==> config.mk <==
export PLATFORM = sky130hd
export DESIGN_NAME = gfx_core
export DESIGN_NICKNAME = d
export VERILOG_FILES = /design/src/hw/vram_pkg.sv /design/src/hw/video_pkg.sv /design/src/hw/mpu_port.sv /design/src/hw/display_timing.sv /design/src/hw/pixel_fetch.sv /design/src/hw/video_out.sv /design/src/hw/gfx_core.sv
export VERILOG_INCLUDE_DIRS = /design/src /design/src/hw
export SDC_FILE = /design/constraint.sdc
export NUM_CORES = 1
export LEC_CHECK = 0
export BUFFER_PORTS_ARGS = -buffer_cell sky130_fd_sc_hd__buf_2
export CAP_MARGIN = 10
export CORE_UTILIZATION = 46
export CTS_CLUSTER_DIAMETER = 50
export DETAILED_ROUTE_END_ITERATION = 8
export PLACE_DENSITY = 0.69
export SETUP_SLACK_MARGIN = 0.05
export SLEW_MARGIN = 10
export SYNTH_ARGS = -nofsm -noshare
export SYNTH_HDL_FRONTEND = slang
export SYNTH_HIERARCHICAL = 1
export SYNTH_SLANG_ARGS = --single-unit
==> constraint.sdc <==
create_clock -name clk -period 4.3 [get_ports clk]
set_input_delay 0.43 -clock clk [delete_from_list [all_inputs] [get_ports clk]]
set_output_delay 0.43 -clock clk [all_outputs]
set_load 0.03 [all_outputs]
==> src/hw/gfx_consts.svh <==
/*
  Shared constants for the graphics controller core.
  Raster sizes are tiny simulation values and match no real video mode.
  POS_WIDTH must hold both H_TOTAL-1 and V_TOTAL-1.
  PIXEL_LATENCY must be at least 2, because the VRAM read alone takes one cycle.
*/
`ifndef GFX_CONSTS_SVH
`define GFX_CONSTS_SVH

// Bus widths
`define MPU_ADDR_WIDTH 17    // MPU and VRAM word address
`define DATA_WIDTH 16        // Bus word
`define REG_SPACE_BIT 16     // Set = register space, clear = VRAM

// Register map
`define NUM_REGS 4
`define REG_CTRL 0
`define REG_BG_COLOR 1       // RGB565 background
`define REG_FB_BASE 2        // Frame buffer start, word address
`define REG_LINE_STRIDE 3    // Words per frame buffer line
`define CTRL_DISPLAY_EN 0    // Ctrl bit, fetch enable

// Horizontal geometry in pixels
`define H_ACTIVE 16
`define H_FRONT 2
`define H_SYNC 3
`define H_TOTAL 24

// Vertical geometry in lines
`define V_ACTIVE 8
`define V_FRONT 1
`define V_SYNC 2
`define V_TOTAL 12

`define POS_WIDTH 5          // Raster counter width

// Raster position to vga_rgb, in clocks
`define PIXEL_LATENCY 2

`endif

==> src/hw/vram_pkg.sv <==
/*
  Types for the MPU bus and the VRAM bus.
  Both buses use word addresses, so byte enables pick the halves of one word.
*/
`default_nettype none

`include "gfx_consts.svh"

package vram_pkg;

  typedef logic [`MPU_ADDR_WIDTH-1:0] vram_addr_t;   // Word address
  typedef logic [`DATA_WIDTH-1:0] vram_data_t;       // Bus word
  typedef logic [`DATA_WIDTH/8-1:0] byte_en_t;       // Bit 0 = low byte

  // Control register number, low address bits in register space
  typedef logic [$clog2(`NUM_REGS)-1:0] reg_index_t;

endpackage

`default_nettype wire

==> src/hw/video_pkg.sv <==
/*
  Types for the raster and the pixel path.
  rgb565_t is the frame buffer format. rgb666_t is the display output.
  sync_state_t is shared by the horizontal and the vertical axis.
*/
`default_nettype none

`include "gfx_consts.svh"

package video_pkg;

  typedef logic [`POS_WIDTH-1:0] pos_t;   // Raster counter, pixels or lines

  // Red in the top bits, blue in the bottom bits
  typedef logic [15:0] rgb565_t;
  typedef logic [17:0] rgb666_t;

  // Segments of one axis, in scan order
  typedef enum logic [1:0] {
    SYNC_ACTIVE,   // Visible area
    SYNC_FRONT,    // Front porch
    SYNC_PULSE,    // Sync asserted
    SYNC_BACK      // Back porch, wraps to active
  } sync_state_t;

endpackage

`default_nettype wire

==> src/hw/mpu_port.sv <==
/*
  MPU side of the core. One access per cycle, exactly one of rd or wr set.
  Addresses with REG_SPACE_BIT set hit the control registers, others go to VRAM.
  Register reads return data 1 cycle later, VRAM reads 3 cycles later.
  A VRAM read return wins over a register read that lands in the same cycle.
  fb_base is a 16-bit register, so the frame buffer sits in the lower 64K words.
*/
`timescale 1ns/1ns
`default_nettype none

`include "gfx_consts.svh"

module mpu_port (
  input  wire                    clk,
  input  wire                    rst,
  input  wire                    mpu_en,
  input  wire                    mpu_rd,
  input  wire                    mpu_wr,
  input  wire vram_pkg::byte_en_t   mpu_be,
  input  wire vram_pkg::vram_addr_t mpu_addr,
  input  wire vram_pkg::vram_data_t mpu_wdata,
  output vram_pkg::vram_data_t   mpu_rdata,
  output logic                   mpu_vram_en,
  output logic                   mpu_vram_wr,
  output vram_pkg::byte_en_t     mpu_vram_be,
  output vram_pkg::vram_addr_t   mpu_vram_addr,
  output vram_pkg::vram_data_t   mpu_vram_wdata,
  input  wire vram_pkg::vram_data_t vram_rdata,
  output logic                   display_en,
  output video_pkg::rgb565_t     bg_color,
  output vram_pkg::vram_addr_t   fb_base,
  output vram_pkg::vram_data_t   line_stride
);

  logic                 reg_sel;    // Address in register space
  vram_pkg::reg_index_t reg_idx;
  logic                 reg_wr;
  logic                 reg_rd;
  logic                 vram_acc;   // Access to forward to VRAM
  logic                 rd_pend;    // VRAM read data valid this cycle

  vram_pkg::vram_data_t regs [`NUM_REGS];

  // Decode
  assign reg_sel  = mpu_addr[`REG_SPACE_BIT];
  assign reg_idx  = mpu_addr[$bits(vram_pkg::reg_index_t)-1:0];
  assign reg_wr   = mpu_en & reg_sel & mpu_wr;
  assign reg_rd   = mpu_en & reg_sel & mpu_rd;
  assign vram_acc = mpu_en & ~reg_sel & (mpu_rd | mpu_wr);

  // Control registers, byte lanes written separately
  always_ff @(posedge clk) begin
    if (rst) begin
      for (int i = 0; i < `NUM_REGS; i++) begin
        regs[i] <= '0;
      end
    end else if (reg_wr) begin
      if (mpu_be[0]) regs[reg_idx][7:0] <= mpu_wdata[7:0];
      if (mpu_be[1]) regs[reg_idx][15:8] <= mpu_wdata[15:8];
    end
  end

  // Forwarded strobes, one cycle behind the MPU
  always_ff @(posedge clk) begin
    if (rst) begin
      mpu_vram_en <= 1'b0;
      mpu_vram_wr <= 1'b0;
      rd_pend     <= 1'b0;
    end else begin
      mpu_vram_en <= vram_acc;
      mpu_vram_wr <= vram_acc & mpu_wr;
      rd_pend     <= mpu_vram_en & ~mpu_vram_wr;   // Memory answers one cycle after the bus
    end
  end

  // Forwarded payload
  always_ff @(posedge clk) begin
    if (vram_acc) begin
      mpu_vram_be    <= mpu_be;
      mpu_vram_addr  <= mpu_addr;
      mpu_vram_wdata <= mpu_wdata;
    end
  end

  // Read data holds until the next read completes
  always_ff @(posedge clk) begin
    if (rst) begin
      mpu_rdata <= '0;
    end else if (rd_pend) begin
      mpu_rdata <= vram_rdata;        // Third cycle after the strobe
    end else if (reg_rd) begin
      mpu_rdata <= regs[reg_idx];
    end
  end

  assign display_en  = regs[`REG_CTRL][`CTRL_DISPLAY_EN];
  assign bg_color    = regs[`REG_BG_COLOR];
  assign fb_base     = vram_pkg::vram_addr_t'(regs[`REG_FB_BASE]);   // Zero extended
  assign line_stride = regs[`REG_LINE_STRIDE];

endmodule

`default_nettype wire

==> src/hw/display_timing.sv <==
/*
  Free-running raster generator. h_pos steps every clock, v_pos at line end.
  Syncs are active high. Blank flags are set outside the active area.
  After reset the scan starts at the top left of the active area.
*/
`timescale 1ns/1ns
`default_nettype none

`include "gfx_consts.svh"

module display_timing (
  input  wire                clk,
  input  wire                rst,
  output video_pkg::pos_t    h_pos,
  output video_pkg::pos_t    v_pos,
  output logic               hblank,
  output logic               vblank,
  output logic               hsync,
  output logic               vsync
);

  video_pkg::sync_state_t h_state;
  video_pkg::sync_state_t v_state;
  logic                   line_end;   // Last pixel of a line
  logic                   frame_end;  // Last line of a frame

  // Segment step for one axis, each limit is the last position of its segment
  function automatic video_pkg::sync_state_t next_state(
    input video_pkg::sync_state_t st,
    input video_pkg::pos_t        pos,
    input video_pkg::pos_t        act_last,
    input video_pkg::pos_t        front_last,
    input video_pkg::pos_t        sync_last,
    input video_pkg::pos_t        total_last
  );
    next_state = st;
    case (st)
      video_pkg::SYNC_ACTIVE: if (pos == act_last)   next_state = video_pkg::SYNC_FRONT;
      video_pkg::SYNC_FRONT:  if (pos == front_last) next_state = video_pkg::SYNC_PULSE;
      video_pkg::SYNC_PULSE:  if (pos == sync_last)  next_state = video_pkg::SYNC_BACK;
      default:                if (pos == total_last) next_state = video_pkg::SYNC_ACTIVE;
    endcase
  endfunction

  assign line_end  = (h_pos == `POS_WIDTH'(`H_TOTAL - 1));
  assign frame_end = (v_pos == `POS_WIDTH'(`V_TOTAL - 1));

  always_ff @(posedge clk) begin
    if (rst) begin
      h_pos   <= '0;
      v_pos   <= '0;
      h_state <= video_pkg::SYNC_ACTIVE;
      v_state <= video_pkg::SYNC_ACTIVE;
    end else begin
      h_pos   <= line_end ? '0 : h_pos + 1'b1;
      h_state <= next_state(h_state, h_pos,
                            `POS_WIDTH'(`H_ACTIVE - 1),
                            `POS_WIDTH'(`H_ACTIVE + `H_FRONT - 1),
                            `POS_WIDTH'(`H_ACTIVE + `H_FRONT + `H_SYNC - 1),
                            `POS_WIDTH'(`H_TOTAL - 1));
      if (line_end) begin   // Vertical axis moves once per line
        v_pos   <= frame_end ? '0 : v_pos + 1'b1;
        v_state <= next_state(v_state, v_pos,
                              `POS_WIDTH'(`V_ACTIVE - 1),
                              `POS_WIDTH'(`V_ACTIVE + `V_FRONT - 1),
                              `POS_WIDTH'(`V_ACTIVE + `V_FRONT + `V_SYNC - 1),
                              `POS_WIDTH'(`V_TOTAL - 1));
      end
    end
  end

  assign hblank = (h_state != video_pkg::SYNC_ACTIVE);
  assign vblank = (v_state != video_pkg::SYNC_ACTIVE);
  assign hsync  = (h_state == video_pkg::SYNC_PULSE);
  assign vsync  = (v_state == video_pkg::SYNC_PULSE);

endmodule

`default_nettype wire

==> src/hw/pixel_fetch.sv <==
/*
  Frame buffer fetch and VRAM bus owner. The MPU always wins the bus.
  A fetch due in a cycle with an MPU access is dropped and shows bg_color.
  Address goes out with the raster position, data returns the next cycle.
  pixel and pixel_blank are valid one cycle after the position and are
  registered by video_out, giving PIXEL_LATENCY at the pins.
*/
`timescale 1ns/1ns
`default_nettype none

module pixel_fetch (
  input  wire                       clk,
  input  wire                       rst,
  input  wire video_pkg::pos_t      h_pos,
  input  wire video_pkg::pos_t      v_pos,
  input  wire                       hblank,
  input  wire                       vblank,
  input  wire                       display_en,
  input  wire video_pkg::rgb565_t   bg_color,
  input  wire vram_pkg::vram_addr_t fb_base,
  input  wire vram_pkg::vram_data_t line_stride,
  input  wire                       mpu_vram_en,
  input  wire                       mpu_vram_wr,
  input  wire vram_pkg::byte_en_t   mpu_vram_be,
  input  wire vram_pkg::vram_addr_t mpu_vram_addr,
  input  wire vram_pkg::vram_data_t mpu_vram_wdata,
  output logic                      vram_en,
  output logic                      vram_wr,
  output vram_pkg::byte_en_t        vram_be,
  output vram_pkg::vram_addr_t      vram_addr,
  output vram_pkg::vram_data_t      vram_wdata,
  input  wire vram_pkg::vram_data_t vram_rdata,
  output video_pkg::rgb565_t        pixel,
  output logic                      pixel_blank
);

  vram_pkg::vram_addr_t line_addr;    // Start of the current line
  vram_pkg::vram_addr_t fb_addr;      // Word for the current position
  logic                 fetch_due;
  logic                 fetch_lost;   // Bus taken by the MPU
  logic                 s1_blank;     // Stage 1 flags, aligned with vram_rdata
  logic                 s1_use_bg;

  // fb_base + y * stride + x, wraps at the address width
  assign line_addr = vram_pkg::vram_addr_t'(v_pos) * vram_pkg::vram_addr_t'(line_stride);
  assign fb_addr   = fb_base + line_addr + vram_pkg::vram_addr_t'(h_pos);

  assign fetch_due  = display_en & ~hblank & ~vblank;
  assign fetch_lost = fetch_due & mpu_vram_en;

  // Bus mux with MPU priority
  always_comb begin
    if (mpu_vram_en) begin
      vram_en   = 1'b1;
      vram_wr   = mpu_vram_wr;
      vram_be   = mpu_vram_be;
      vram_addr = mpu_vram_addr;
    end else begin
      vram_en   = fetch_due;
      vram_wr   = 1'b0;           // Fetches only read
      vram_be   = '1;             // Whole word
      vram_addr = fb_addr;
    end
  end

  assign vram_wdata = mpu_vram_wdata;   // Only the MPU ever writes

  // Flags travel with the read in flight
  always_ff @(posedge clk) begin
    if (rst) begin
      s1_blank  <= 1'b1;
      s1_use_bg <= 1'b1;
    end else begin
      s1_blank  <= hblank | vblank;
      s1_use_bg <= ~display_en | fetch_lost;   // Disabled or dropped fetch
    end
  end

  assign pixel       = s1_use_bg ? bg_color : vram_rdata;
  assign pixel_blank = s1_blank;

endmodule

`default_nettype wire

==> src/hw/video_out.sv <==
/*
  Output stage. Syncs are delayed by PIXEL_LATENCY so they leave with their pixel.
  Blanked pixels are forced to zero. RGB565 widens to RGB666 by repeating the
  top bit of red and blue. All outputs come from registers cleared by reset.
*/
`timescale 1ns/1ns
`default_nettype none

`include "gfx_consts.svh"

module video_out (
  input  wire                     clk,
  input  wire                     rst,
  input  wire                     hsync,
  input  wire                     vsync,
  input  wire video_pkg::rgb565_t pixel,
  input  wire                     pixel_blank,
  output logic                    vga_hsync,
  output logic                    vga_vsync,
  output video_pkg::rgb666_t      vga_rgb
);

  logic [`PIXEL_LATENCY-1:0] hs_pipe;   // Sync delay lines, oldest at the top
  logic [`PIXEL_LATENCY-1:0] vs_pipe;
  video_pkg::rgb565_t        pix_q;
  logic                      blank_q;   // Blank flag in step with pix_q

  always_ff @(posedge clk) begin
    if (rst) begin
      hs_pipe <= '0;
      vs_pipe <= '0;
      blank_q <= 1'b1;          // Dark until the first pixel arrives
    end else begin
      hs_pipe <= {hs_pipe[`PIXEL_LATENCY-2:0], hsync};
      vs_pipe <= {vs_pipe[`PIXEL_LATENCY-2:0], vsync};
      blank_q <= pixel_blank;
    end
  end

  always_ff @(posedge clk) begin
    pix_q <= pixel;
  end

  assign vga_hsync = hs_pipe[`PIXEL_LATENCY-1];
  assign vga_vsync = vs_pipe[`PIXEL_LATENCY-1];

  // Red and blue get their MSB appended, green is already 6 bits
  assign vga_rgb = blank_q ? '0 : {pix_q[15:11], pix_q[15],
                                   pix_q[10:5],
                                   pix_q[4:0], pix_q[4]};

endmodule

`default_nettype wire

==> src/hw/gfx_core.sv <==
/*
  Top level of the graphics controller core.
  The MPU bus and the VRAM bus are plain levels, all strobes active high.
  VRAM must be a synchronous memory with exactly one cycle of read latency.
  The MPU is never stalled; colliding display fetches show the background.
*/
`timescale 1ns/1ns
`default_nettype none

module gfx_core (
  input  wire                       clk,
  input  wire                       rst,
  input  wire                       mpu_en,
  input  wire                       mpu_rd,
  input  wire                       mpu_wr,
  input  wire vram_pkg::byte_en_t   mpu_be,
  input  wire vram_pkg::vram_addr_t mpu_addr,
  input  wire vram_pkg::vram_data_t mpu_wdata,
  output vram_pkg::vram_data_t      mpu_rdata,
  output logic                      vram_en,
  output logic                      vram_wr,
  output vram_pkg::byte_en_t        vram_be,
  output vram_pkg::vram_addr_t      vram_addr,
  output vram_pkg::vram_data_t      vram_wdata,
  input  wire vram_pkg::vram_data_t vram_rdata,
  output logic                      vga_hsync,
  output logic                      vga_vsync,
  output video_pkg::rgb666_t        vga_rgb
);

  // Forwarded MPU access to VRAM
  logic                 mpu_vram_en;
  logic                 mpu_vram_wr;
  vram_pkg::byte_en_t   mpu_vram_be;
  vram_pkg::vram_addr_t mpu_vram_addr;
  vram_pkg::vram_data_t mpu_vram_wdata;

  // Register values
  logic                 display_en;
  video_pkg::rgb565_t   bg_color;
  vram_pkg::vram_addr_t fb_base;
  vram_pkg::vram_data_t line_stride;

  // Raster
  video_pkg::pos_t      h_pos;
  video_pkg::pos_t      v_pos;
  logic                 hblank;
  logic                 vblank;
  logic                 hsync;
  logic                 vsync;

  video_pkg::rgb565_t   pixel;         // One cycle behind the raster
  logic                 pixel_blank;

  mpu_port mpu_port_inst (
    .clk, .rst,
    .mpu_en, .mpu_rd, .mpu_wr, .mpu_be, .mpu_addr, .mpu_wdata, .mpu_rdata,
    .mpu_vram_en, .mpu_vram_wr, .mpu_vram_be, .mpu_vram_addr, .mpu_vram_wdata,
    .vram_rdata,
    .display_en, .bg_color, .fb_base, .line_stride
  );

  display_timing display_timing_inst (
    .clk, .rst,
    .h_pos, .v_pos, .hblank, .vblank, .hsync, .vsync
  );

  pixel_fetch pixel_fetch_inst (
    .clk, .rst,
    .h_pos, .v_pos, .hblank, .vblank,
    .display_en, .bg_color, .fb_base, .line_stride,
    .mpu_vram_en, .mpu_vram_wr, .mpu_vram_be, .mpu_vram_addr, .mpu_vram_wdata,
    .vram_en, .vram_wr, .vram_be, .vram_addr, .vram_wdata, .vram_rdata,
    .pixel, .pixel_blank
  );

  video_out video_out_inst (
    .clk, .rst,
    .hsync, .vsync, .pixel, .pixel_blank,
    .vga_hsync, .vga_vsync, .vga_rgb
  );

endmodule

`default_nettype wire

==> metrics.csv, run 1 <==
metric,value,unit
die_w,148.5,um
critPathKind,reg2out,
worstPathArrival,4480,ps
antenna_found_initial,2,
cts_hold_repair.buffers,0,
grt_pass1_vias,6730,
p_leak,0.005251,uW
synthAdderAreaFrac,17.45,%
min_to,mpu_port_inst/mpu_vram_addr[13],
start_kind,register,
place_congestion,0.8046,
synth_edf_count,99,
power,3896,uW
io_buffers,128,
cpPeakStageDelay,510,ps
min_path_cells,1,
syn_area_per_cell,11.54,sq um
final_common_cell,buf_2,
drtIter0Drc,382,
cts.sinks,155,
initial_core_util,46.93,%
r2r-end,mpu_port_inst/mpu_rdata[1],
finalHoldViolations,0,
worst_slack,-610.8,ps
cts_tree,yes,
crit_chain,buf_6 > and2_4 > fa_1 > fa_1 > fa_1 > ha_4 > ha_4 > a21o_1 > a211oi_2 > a21oi_2 > a31oi_4 > a211oi_2 > a211oi_4 > buf_6,
wirelength,22.56,mm
grt_pass1_wl,35.18,mm
synth_top_family_by_area,adder cells,
period_share,114.2,%
cts_max_path_buffers,2,
fp-row-count,53,
finalSetupViolations,13,
grt_overflow,0,
critPathRequiredTime,3870,ps
min_path_type,in2reg,
hp-start,mpu_addr[13],
reg2regPathDepth,3,
ir_worst_vdd,0.2706,mV
ys_seq_area_share,41.50,%
synth_cell_type_count,77,
wire_per_inst,17.13,um
cp_slowest_cell,fa_1,
synthFlopType,edfxtp_1,
synth-compound-area-share,8.954,%
dr.pass1.iters,6,
end_kind,output pin,
clock_latency,420,ps
ant_nets,0,
status,finished with violations,
violations,negative setup slack,
nNetsFinal,1187,
area_growth,23.39,%
dp_hpwl,16.67,mm
worst_r2r_startpoint,mpu_port_inst/rd_pend,
whs,176.4,ps
fmaxAchievable,203.6,MHz
p_per_area,320.0,mW/mm^2
rsz0062_at_grt,yes,
place_area,0.01116,sq mm
design.core.area,0.02102,sq mm
synthMuxAreaShare,6.684,%
skew,7.995,ps
drive_gt1_share,37.69,%
num_io_pins,129,
dieArea,0.02204,sq mm
syn_area,0.009866,sq mm
syn_inst,855,
drcViolationCount,0,
design_area,0.01217,sq mm
vias,6748,
synth-xor-area-share,2.042,%
ys_warn_count,6,
worstMarginPinSlew,875.2,ps
syn_nets,1015,
relSlewSlack,41.57,%
cts-root-buf,clkbuf_16,
crit_fanout,5,
viasPerCell,5.124,
clk_pin_slew,70,ps
numCtsBuffers,17,
regToRegSetupSlack,2210,ps
htreeDepth,4,
crit_top_cell,fa_1,
min_period,4911,ps
fill_cells,1731,
mostFrequentLayoutCells,"buf_2, and2_1, edfxtp_1, inv_1, buf_4",
maxCapViolations,0,
die_y,148.5,um
synthArstFlopShare,0,%
final_max_slew_viol_count,0,
grt_start_max_net_pins,36,
ys_ff_latch,155,
yosys.area_share.simple,16.82,%
grt_use_total,20.93,%
## cells by family (layout without fill, tap and decap cells)
kind of cell             after synthesis  in the layout
AND/OR/NAND/NOR                      275            275
flip-flops                           155            155
buffers and inverters                137            322
AO/OA/AOI/OAI                        106            106
adder cells (fa/ha/maj)              104            104
multiplexers                          54             54
XOR/XNOR                              23             23
other                                  1              3
## cell usage after synthesis (9+ instances only)
| master | number | share of area [%] |
|---|---|---|
| buf_4 | 21 | 1.6 |
| mux2_2 | 39 | 4.5 |
| xnor2_1 | 15 | 1.3 |
| a222oi_1 | 16 | 1.6 |
| inv_1 | 82 | 3.1 |
| ha_1 | 48 | 6.1 |
| nor2_1 | 36 | 1.4 |
| edfxtp_1 | 99 | 30 |
| clkbuf_1 | 17 | 0.65 |
| a21oi_1 | 11 | 0.56 |
| a21o_1 | 11 | 0.84 |
| and2_1 | 121 | 7.7 |
| buf_2 | 9 | 0.46 |
| o21ai_0 | 11 | 0.56 |
| nand2_1 | 43 | 1.6 |
| dfxtp_1 | 56 | 11 |
| fa_1 | 56 | 11 |
| a211oi_1 | 19 | 1.4 |
| mux2_4 | 14 | 2.1 |
## stage by stage
step	cells	setup slack [ps]	utilization [%]	setup TNS [ps]
CTS	1311	-588.6	57.59	-6021
global placement	1266	-160.9	53.09	-1065
global route	1315	-755.8	57.88	-8505
finish	1317	-610.8	57.91	-6254
floorplan	855	-142.5	-	-213.3
detailed placement	1266	-215.4	53.09	-1408
## worst max-delay path by stage
stage | startpoint | end | slack, ps | cells past startpoint
6_report | mpu_port_inst/regs[3][3] | vram_addr[14] | -610 | 14
4_1_cts | mpu_port_inst/regs[3][3] | vram_addr[15] | -590 | 15
5_1_grt | mpu_port_inst/regs[3][3] | vram_addr[13] | -760 | 16
3_3_place_gp | mpu_port_inst/regs[3][7] | vram_addr[11] | -160 | 12
2_1_floorplan | display_timing_inst/v_pos[1] | vram_addr[14] | -140 | 16
3_5_place_dp | mpu_port_inst/regs[3][9] | vram_addr[14] | -220 | 14
## sequential cells by signal (all words and copies together), names as in the netlist, 2 cells and up
register	flops
display_timing_inst/v_pos	5
mpu_port_inst/mpu_vram_addr	17
mpu_port_inst/mpu_rdata	16
video_out_inst/pix_q	16
mpu_port_inst/mpu_vram_be	2
mpu_port_inst/mpu_vram_wdata	16
display_timing_inst/h_pos	5
mpu_port_inst/regs	64
display_timing_inst/h_state	2
video_out_inst/hs_pipe	2
video_out_inst/vs_pipe	2
display_timing_inst/v_state	2
## worst max-delay path, delay by kind of cell (launching register included)
| family | cells | cell delay (ps) |
|---|---|---|
| compound gates | 6 | 1180 |
| simple gates | 1 | 150 |
| buf+inv | 2 | 330 |
| flops | 1 | 480 |
| fa+ha+maj | 5 | 1900 |
## repair_timing
item | CTS | global route
cloned | 0 | 0
gates resized for setup | 59 | 5
pin swaps | 26 | 5
endpoints found under the setup margin | 14 | 14
buffers inserted | 13 | 4
## layout make-up
type | instances | area (sq um) | area share [%]
antenna | 2 | 5.005 | 0.04111
clock buffer | 17 | 425.4 | 3.495
clock inverter | 15 | 181.4 | 1.490
inverter | 82 | 307.8 | 2.529
multi-input combinational | 563 | 5458 | 44.84
sequential | 155 | 4110 | 33.77
tap | 275 | 344.1 | 2.827
timing repair buffer | 208 | 1341 | 11.02
## power breakdown
part	internal [uW]	switching (uW)	leakage, uW
Sequential	1670	64.2	0.00140
Clock	829	682	0.000292
Combinational	275	372	0.00356
Total	2780	1120	0.00525
## metal layers
metal	track usage, %	share of wire, %
met1	26.72	44
met2	35.56	50
met4	6.237	1.6
met3	4.417	4.3
met5	0	0
Power figures use the tool's default switching activity.
==> run 2, diff against run 1 <==
--- a/config.mk
+++ b/config.mk
@@ -8,10 +8,10 @@
 export LEC_CHECK = 0
 export BUFFER_PORTS_ARGS = -buffer_cell sky130_fd_sc_hd__buf_2
 export CAP_MARGIN = 10
-export CORE_UTILIZATION = 46
+export CORE_UTILIZATION = 30
 export CTS_CLUSTER_DIAMETER = 50
 export DETAILED_ROUTE_END_ITERATION = 8
-export PLACE_DENSITY = 0.69
+export PLACE_DENSITY = 0.5
 export SETUP_SLACK_MARGIN = 0.05
 export SLEW_MARGIN = 10
 export SYNTH_ARGS = -nofsm -noshare
==> run 2 against run 1 <==
  * The flow still finishes with violations (negative setup slack)
  * Final cell count is 13% higher
  * Worst hold slack worse by 9.7 ps
  * Cell area is 2.5% higher
  * Worst setup slack better by 39 ps
  * Via count is 0.58% higher
  * First-iteration DRC count is 12% lower
  * Clock skew is 2.5 ps higher
  * Wire length is 8.8% higher
  * Count of clock-buffer cells in the layout is 3 higher
  * Clock power is 9% lower
  * Power is 2.7% lower
  * Critical path depth is 1 higher
==> metrics.csv, run 2 (synthesis gave the netlist of run 1 again) <==
metric,value,unit,change
grt_pass1_wl,38.39,mm,was 35.18 mm
cts_max_path_buffers,2,,unchanged
htreeDepth,4,,unchanged
final_max_slew_viol_count,0,,unchanged
nNetsFinal,1198,,was 1187
num_io_pins,129,,unchanged
worstMarginPinSlew,861.0,ps,was 875.2 ps
grt_pass1_vias,7053,,was 6730
p_per_area,303.6,mW/mm^2,was 320.0 mW/mm^2
ant_nets,0,,unchanged
relSlewSlack,42.54,%,was 41.57%
crit_fanout,4,,was 5
grt_overflow,0,,unchanged
p_leak,0.005290,uW,was 0.005251 uW
diodes,0,,was 2
die_w,183.3,um,was 148.5 um
viasPerCell,4.546,,was 5.124
mostFrequentLayoutCells,"buf_2, and2_1, edfxtp_1, buf_4, inv_1",,"was buf_2, and2_1, edfxtp_1, inv_1, buf_4"
design.core.area,0.03245,sq mm,was 0.02102 sq mm
critPathKind,reg2out,,unchanged
grt_start_max_net_pins,36,,unchanged
fp-row-count,66,,was 53
cts.sinks,155,,unchanged
numCtsBuffers,17,,unchanged
finalSetupViolations,12,,was 13
clock_latency,440,ps,was 420 ps
die_y,183.3,um,was 148.5 um
drtIter0Drc,337,,was 382
rsz0062_at_grt,yes,,unchanged
area_growth,26.48,%,was 23.39%
min_period,4872,ps,was 4911 ps
regMostFlops,mpu_port_inst/regs,,unchanged
final_common_cell,buf_2,,unchanged
reg_top3,"mpu_port_inst/regs x64, mpu_port_inst/mpu_vram_addr x17",,unchanged
cts-root-buf,clkbuf_16,,unchanged
io_buffers,128,,unchanged
period_share,113.3,%,was 114.2%
status,finished with violations,,unchanged
whs,166.7,ps,was 176.4 ps
violations,negative setup slack,,unchanged
antenna_found_initial,2,,unchanged
ir_worst_vdd,0.2697,mV,was 0.2706 mV
fmaxAchievable,205.2,MHz,was 203.6 MHz
min_path_type,in2reg,,unchanged
worstPathArrival,4440,ps,was 4480 ps
dieArea,0.03362,sq mm,was 0.02204 sq mm
final_util,38.45,%,was 57.91%
wirelength,24.54,mm,was 22.56 mm
vias,6787,,was 6748
finalHoldViolations,0,,unchanged
start_kind,register,,unchanged
skew,10.48,ps,was 7.995 ps
worst_slack,-572.3,ps,was -610.8 ps
critPathRequiredTime,3870,ps,about the same
drcViolationCount,0,,unchanged
initial_core_util,30.40,%,was 46.93%
grt_use_total,15.11,%,was 20.93%
cts_tree,yes,,unchanged
maxCapViolations,0,,unchanged
clk_pin_slew,70,ps,about the same
drive_gt1_share,39.11,%,was 37.69%
place_congestion,0.8109,,was 0.8046
dr.pass1.iters,9,,was 6
dp_hpwl,18.58,mm,was 16.67 mm
wire_per_inst,16.44,um,was 17.13 um
power,3789,uW,was 3896 uW
largest_register_ffs,64,,unchanged
end_kind,output pin,,unchanged
==> run 2: cell types whose count changed in the layout (fill, tap and decap cells not counted), moves of 4 or more <==
| cell | before | now |
|---|---|---|
| buf_4 | 78 | 86 |
| buf_6 | 12 | 17 |
| and2_1 | 114 | 110 |
| and2_4 | 7 | 11 |
| clkinv_8 | 4 | 0 |
| inv_1 | 80 | 76 |
| inv_2 | 2 | 6 |
| xnor2_1 | 15 | 11 |
| xnor2_2 | 0 | 4 |
==> run 2: worst paths after layout <==
| kind | from | endpoint | slack, ps | cells past startpoint |
|---|---|---|---|---|
| setup / recovery | mpu_port_inst/regs[3][4] | vram_addr[12] | -570 | 15 |
| hold / removal | mpu_addr[11] | mpu_port_inst/mpu_vram_addr[11] | 170 | 1 |
| setup reg to reg | mpu_port_inst/rd_pend | mpu_port_inst/mpu_rdata[14] | 2340 | 4 |
| hold reg to reg | pixel_fetch_inst/pixel_blank | video_out_inst/blank_q | 420 | 1 |
==> run 2: routing by layer <==
| metal | wire length, um | track usage, % |
|---|---|---|
| met1 | 10570 | 18.80 |
| met2 | 12550 | 26.25 |
| met3 | 999 | 3.237 |
| met4 | 403 | 4.233 |
| met5 | 14 | 0 |
==> run 2: repair_timing <==
action	4_1_cts	5_1_grt
pin swaps	42	37
hold buffers	0	0
endpoints found under the setup margin	14	14
resized for setup	68	17
buffers inserted	12	7
==> run 2: worst max-delay path, stage by stage (launching register included) <==
cell and delay, ps:
edfxtp_1 430, buf_4 160, and2_1 160, fa_1 450, fa_1 540, fa_1 450, ha_4 300, ha_4 190
a21o_1 190, a211oi_2 270, a21oi_2 130, a31oi_4 260, buf_6 150, nand2_2 40, o211ai_1 90, buf_4 190
==> run 2: stage by stage <==
step           setup TNS (ps)  setup slack, ps  area, sq um  cells
2_1_floorplan          -213.3           -142.5        10050    855
3_3_place_gp            -1885           -266.4        11460   1443
3_5_place_dp            -1845           -255.0        11460   1443
4_1_cts                 -6424           -617.3        12340   1486
5_1_grt                 -8216           -759.0        12480   1493
6_report                -5549           -572.3        12480   1493
==> run 2: area by class of cell <==
class / count / area, sq um
fillers: 3202 / 19980
multi-input cells: 563 / 5530
flip-flops and latches: 155 / 4111
repair buffers: 219 / 1448
well taps: 442 / 553.0
clock buffers: 20 / 436.7
inverters: 82 / 307.8
clock inverters: 12 / 91.34
==> run 2: report_power, final <==
part | switching (uW) | leakage [uW] | internal (uW) | total (uW)
combinational | 386 | 0.00364 | 290 | 676
clock | 633 | 0.000245 | 742 | 1370
sequential | 64.6 | 0.00140 | 1670 | 1740
total | 1080 | 0.00529 | 2710 | 3790
==> run 3, diff against run 2 <==
--- a/config.mk
+++ b/config.mk
@@ -11,7 +11,7 @@
 export CORE_UTILIZATION = 30
 export CTS_CLUSTER_DIAMETER = 50
 export DETAILED_ROUTE_END_ITERATION = 8
-export PLACE_DENSITY = 0.5
+export PLACE_DENSITY = 0.48
 export SETUP_SLACK_MARGIN = 0.05
 export SLEW_MARGIN = 10
 export SYNTH_ARGS = -nofsm -noshare
==> constraint.sdc (replaced) <==
create_clock -name clk -period 5.1 [get_ports clk]
set_input_delay 0.51 -clock clk [delete_from_list [all_inputs] [get_ports clk]]
set_output_delay 0.51 -clock clk [all_outputs]
set_load 0.03 [all_outputs]
==> run 3 against run 2 <==
  * The run now ends clean
  * Non-clock buffer count shrank 55
  * Register-to-register slack improved by 790 ps
  * Critical path depth up 1
  * Critical endpoint is now vram_addr[14]
  * Highest routed layer unchanged
  * Count of clock-buffer cells in the layout decreased by 2
  * Sequential share of layout area is 1.4 points higher
  * Combinational power decreased by 21%
  * Utilization shrank 1.7 points
  * First-iteration DRC count is 0.59% lower
  * Worst hold slack gained 78 ps
  * Clock skew increased by 1.4 ps
  * Global-route usage grew 0.11 points
==> metrics.csv, run 3 (synthesis gave the netlist of run 1 again) <==
metric,value,unit,change
status,"finished, final reports clean",,was finished with violations
die_y,183.3,um,unchanged
relSlewSlack,40.69,%,was 42.54%
design_area,0.01194,sq mm,was 0.01248 sq mm
maxCapViolations,0,,unchanged
regMostFlops,mpu_port_inst/regs,,unchanged
finalHoldViolations,0,,unchanged
reg_top3,"mpu_port_inst/regs x64, mpu_port_inst/mpu_vram_addr x17",,unchanged
min_period,4992,ps,
vias,6590,,was 6787
drcViolationCount,0,,unchanged
seqPwrFrac,45.1,%,was 45.9%
grt_start_max_net_pins,42,,was 36
regToRegSetupSlack,3130,ps,was 2340 ps
p_clk_share,38.6,%,was 36.3%
p_int,2308,uW,was 2706 uW
worstPathArrival,4480,ps,was 4440 ps
wirelength,24.83,mm,was 24.54 mm
diodes,0,,unchanged
initial_core_util,30.40,%,unchanged
dr.pass1.iters,7,,was 9
grt_pass1_wl,38.45,mm,was 38.39 mm
ir_worst_vdd,0.2226,mV,was 0.2697 mV
cpPeakStageDelay,520,ps,was 540 ps
fill_cells,3302,,was 3202
fp-row-count,66,,unchanged
grt_overflow,0,,unchanged
clk_pin_slew,70,ps,about the same
crit_fanout,4,,unchanged
clock_latency,430,ps,was 440 ps
cts-root-buf,clkbuf_16,,unchanged
ant_nets,0,,unchanged
die_w,183.3,um,unchanged
dp_slack,185.6,ps,was -255.0 ps
num_io_pins,129,,unchanged
place_congestion,0.7729,,was 0.8109
p_leak,0.004959,uW,was 0.005290 uW
crit_chain,nand2_1 > fa_1 > fa_1 > inv_1 > fa_1 > inv_1 > fa_1 > inv_1 > ha_4 > a21o_1 > a21oi_2 > nand3_4 > a31oi_4 > a211oi_2 > a211oi_2 > buf_4,,was buf_4 > and2_1 > fa_1 > fa_1 > fa_1 > ha_4 > ha_4 > a21o_1 > a211oi_2 > a21oi_2 > a31oi_4 > buf_6 > nand2_2 > o211ai_1 > buf_4
start_kind,register,,unchanged
design.core.area,0.03245,sq mm,unchanged
cp_top_family,adder cells,,unchanged
worst_slack,108.0,ps,was -572.3 ps
drtIter0Drc,335,,was 337
crit_top_cell,fa_1,,unchanged
wire_per_inst,17.27,um,was 16.44 um
final_max_slew_viol_count,0,,unchanged
io_buffers,128,,unchanged
viasPerCell,4.583,,was 4.546
switchingPower,941.0,uW,was 1083 uW
nNetsFinal,1143,,was 1198
path_buf_inv,4,,was 3
min_path_type,in2reg,,unchanged
switching_share,28.96,%,was 28.58%
area_growth,21.02,%,was 26.48%
skew,11.86,ps,was 10.48 ps
power,3249,uW,was 3789 uW
critPathKind,reg2out,,unchanged
final_common_cell,buf_2,,unchanged
p_comb_share,16.4,%,was 17.8%
cts_max_path_buffers,2,,unchanged
cts_hold_repair.buffers,0,,unchanged
cts.sinks,155,,unchanged
fmaxAchievable,200.3,MHz,
worstMarginPinSlew,884.9,ps,was 861.0 ps
numCtsBuffers,17,,unchanged
mostFrequentLayoutCells,"buf_2, and2_1, edfxtp_1, inv_1, dfxtp_1",,"was buf_2, and2_1, edfxtp_1, buf_4, inv_1"
htreeDepth,4,,unchanged
whs,245.0,ps,was 166.7 ps
finalSetupViolations,0,,was 12
cp_slowest_cell,fa_1,,unchanged
p_per_area,272.1,mW/mm^2,was 303.6 mW/mm^2
placedCellCount,1391,,was 1443
dieArea,0.03362,sq mm,unchanged
end_kind,output pin,,unchanged
antenna_found_initial,2,,unchanged
drive_gt1_share,33.43,%,was 39.11%
cts_tree,yes,,unchanged
place_area,0.01089,sq mm,was 0.01146 sq mm
critPathRequiredTime,4590,ps,was 3870 ps
grt_use_total,15.23,%,was 15.11%
rsz0062_at_grt,yes,,unchanged
period_share,97.88,%,
grt_pass1_vias,6723,,was 7053
dp_hpwl,18.20,mm,was 18.58 mm
largest_register_ffs,64,,unchanged
instances_no_fill,1438,,was 1493
==> run 3: final cells by class <==
| class | instances | area [sq um] | share of cell area, % |
|---|---|---|---|
| clock buffer | 18 | 429.2 | 3.595 |
| clock inverter | 14 | 137.6 | 1.153 |
| inverter | 82 | 307.8 | 2.578 |
| multi-input combinational | 563 | 5445 | 45.61 |
| sequential | 155 | 4103 | 34.36 |
| tap | 442 | 553.0 | 4.632 |
| timing repair buffer | 164 | 963.4 | 8.070 |
==> run 3: repair_timing <==
| item | CTS | global route |
|---|---|---|
| buffers inserted | 12 | 3 |
| setup endpoints to repair | 9 | 10 |
| pin swaps | 17 | 28 |
| resized for setup | 42 | 31 |
==> run 3: power by group through the flow <==
stage	combinational [uW]	clock (uW)	sequential, uW
after detailed placement	510	0	1500
after global routing	576	1340	1480
final	532	1250	1460
after CTS	534	1290	1470
after floorplan	360	0	1490
after global placement	510	0	1500
==> run 3: final timing paths <==
| check | startpoint | to | cells after the start |
|---|---|---|---|
| setup reg to reg | mpu_port_inst/rd_pend | mpu_port_inst/mpu_rdata[14] | 4 |
| hold / removal | mpu_addr[14] | mpu_port_inst/mpu_vram_addr[14] | 1 |
| hold reg to reg | pixel_fetch_inst/pixel_blank | video_out_inst/blank_q | 1 |
| setup / recovery | mpu_port_inst/regs[3][3] | vram_addr[14] | 16 |
==> run 3: layer usage <==
layer	global-route usage (%)	routed length (um)	share of wire (%)
met4	4.167	282	1.1
met5	0	31	0.12
met3	3.118	896	3.6
met1	19.34	11100	45
met2	26.13	12520	50
==> run 3: metrics by stage <==
stage | util (%) | TNS [ps]
finish | 36.79 | 0
global route | 36.79 | -382.7
CTS | 36.30 | -18.53
detailed placement | 33.56 | 0
global placement | 33.56 | 0
floorplan | - | 0
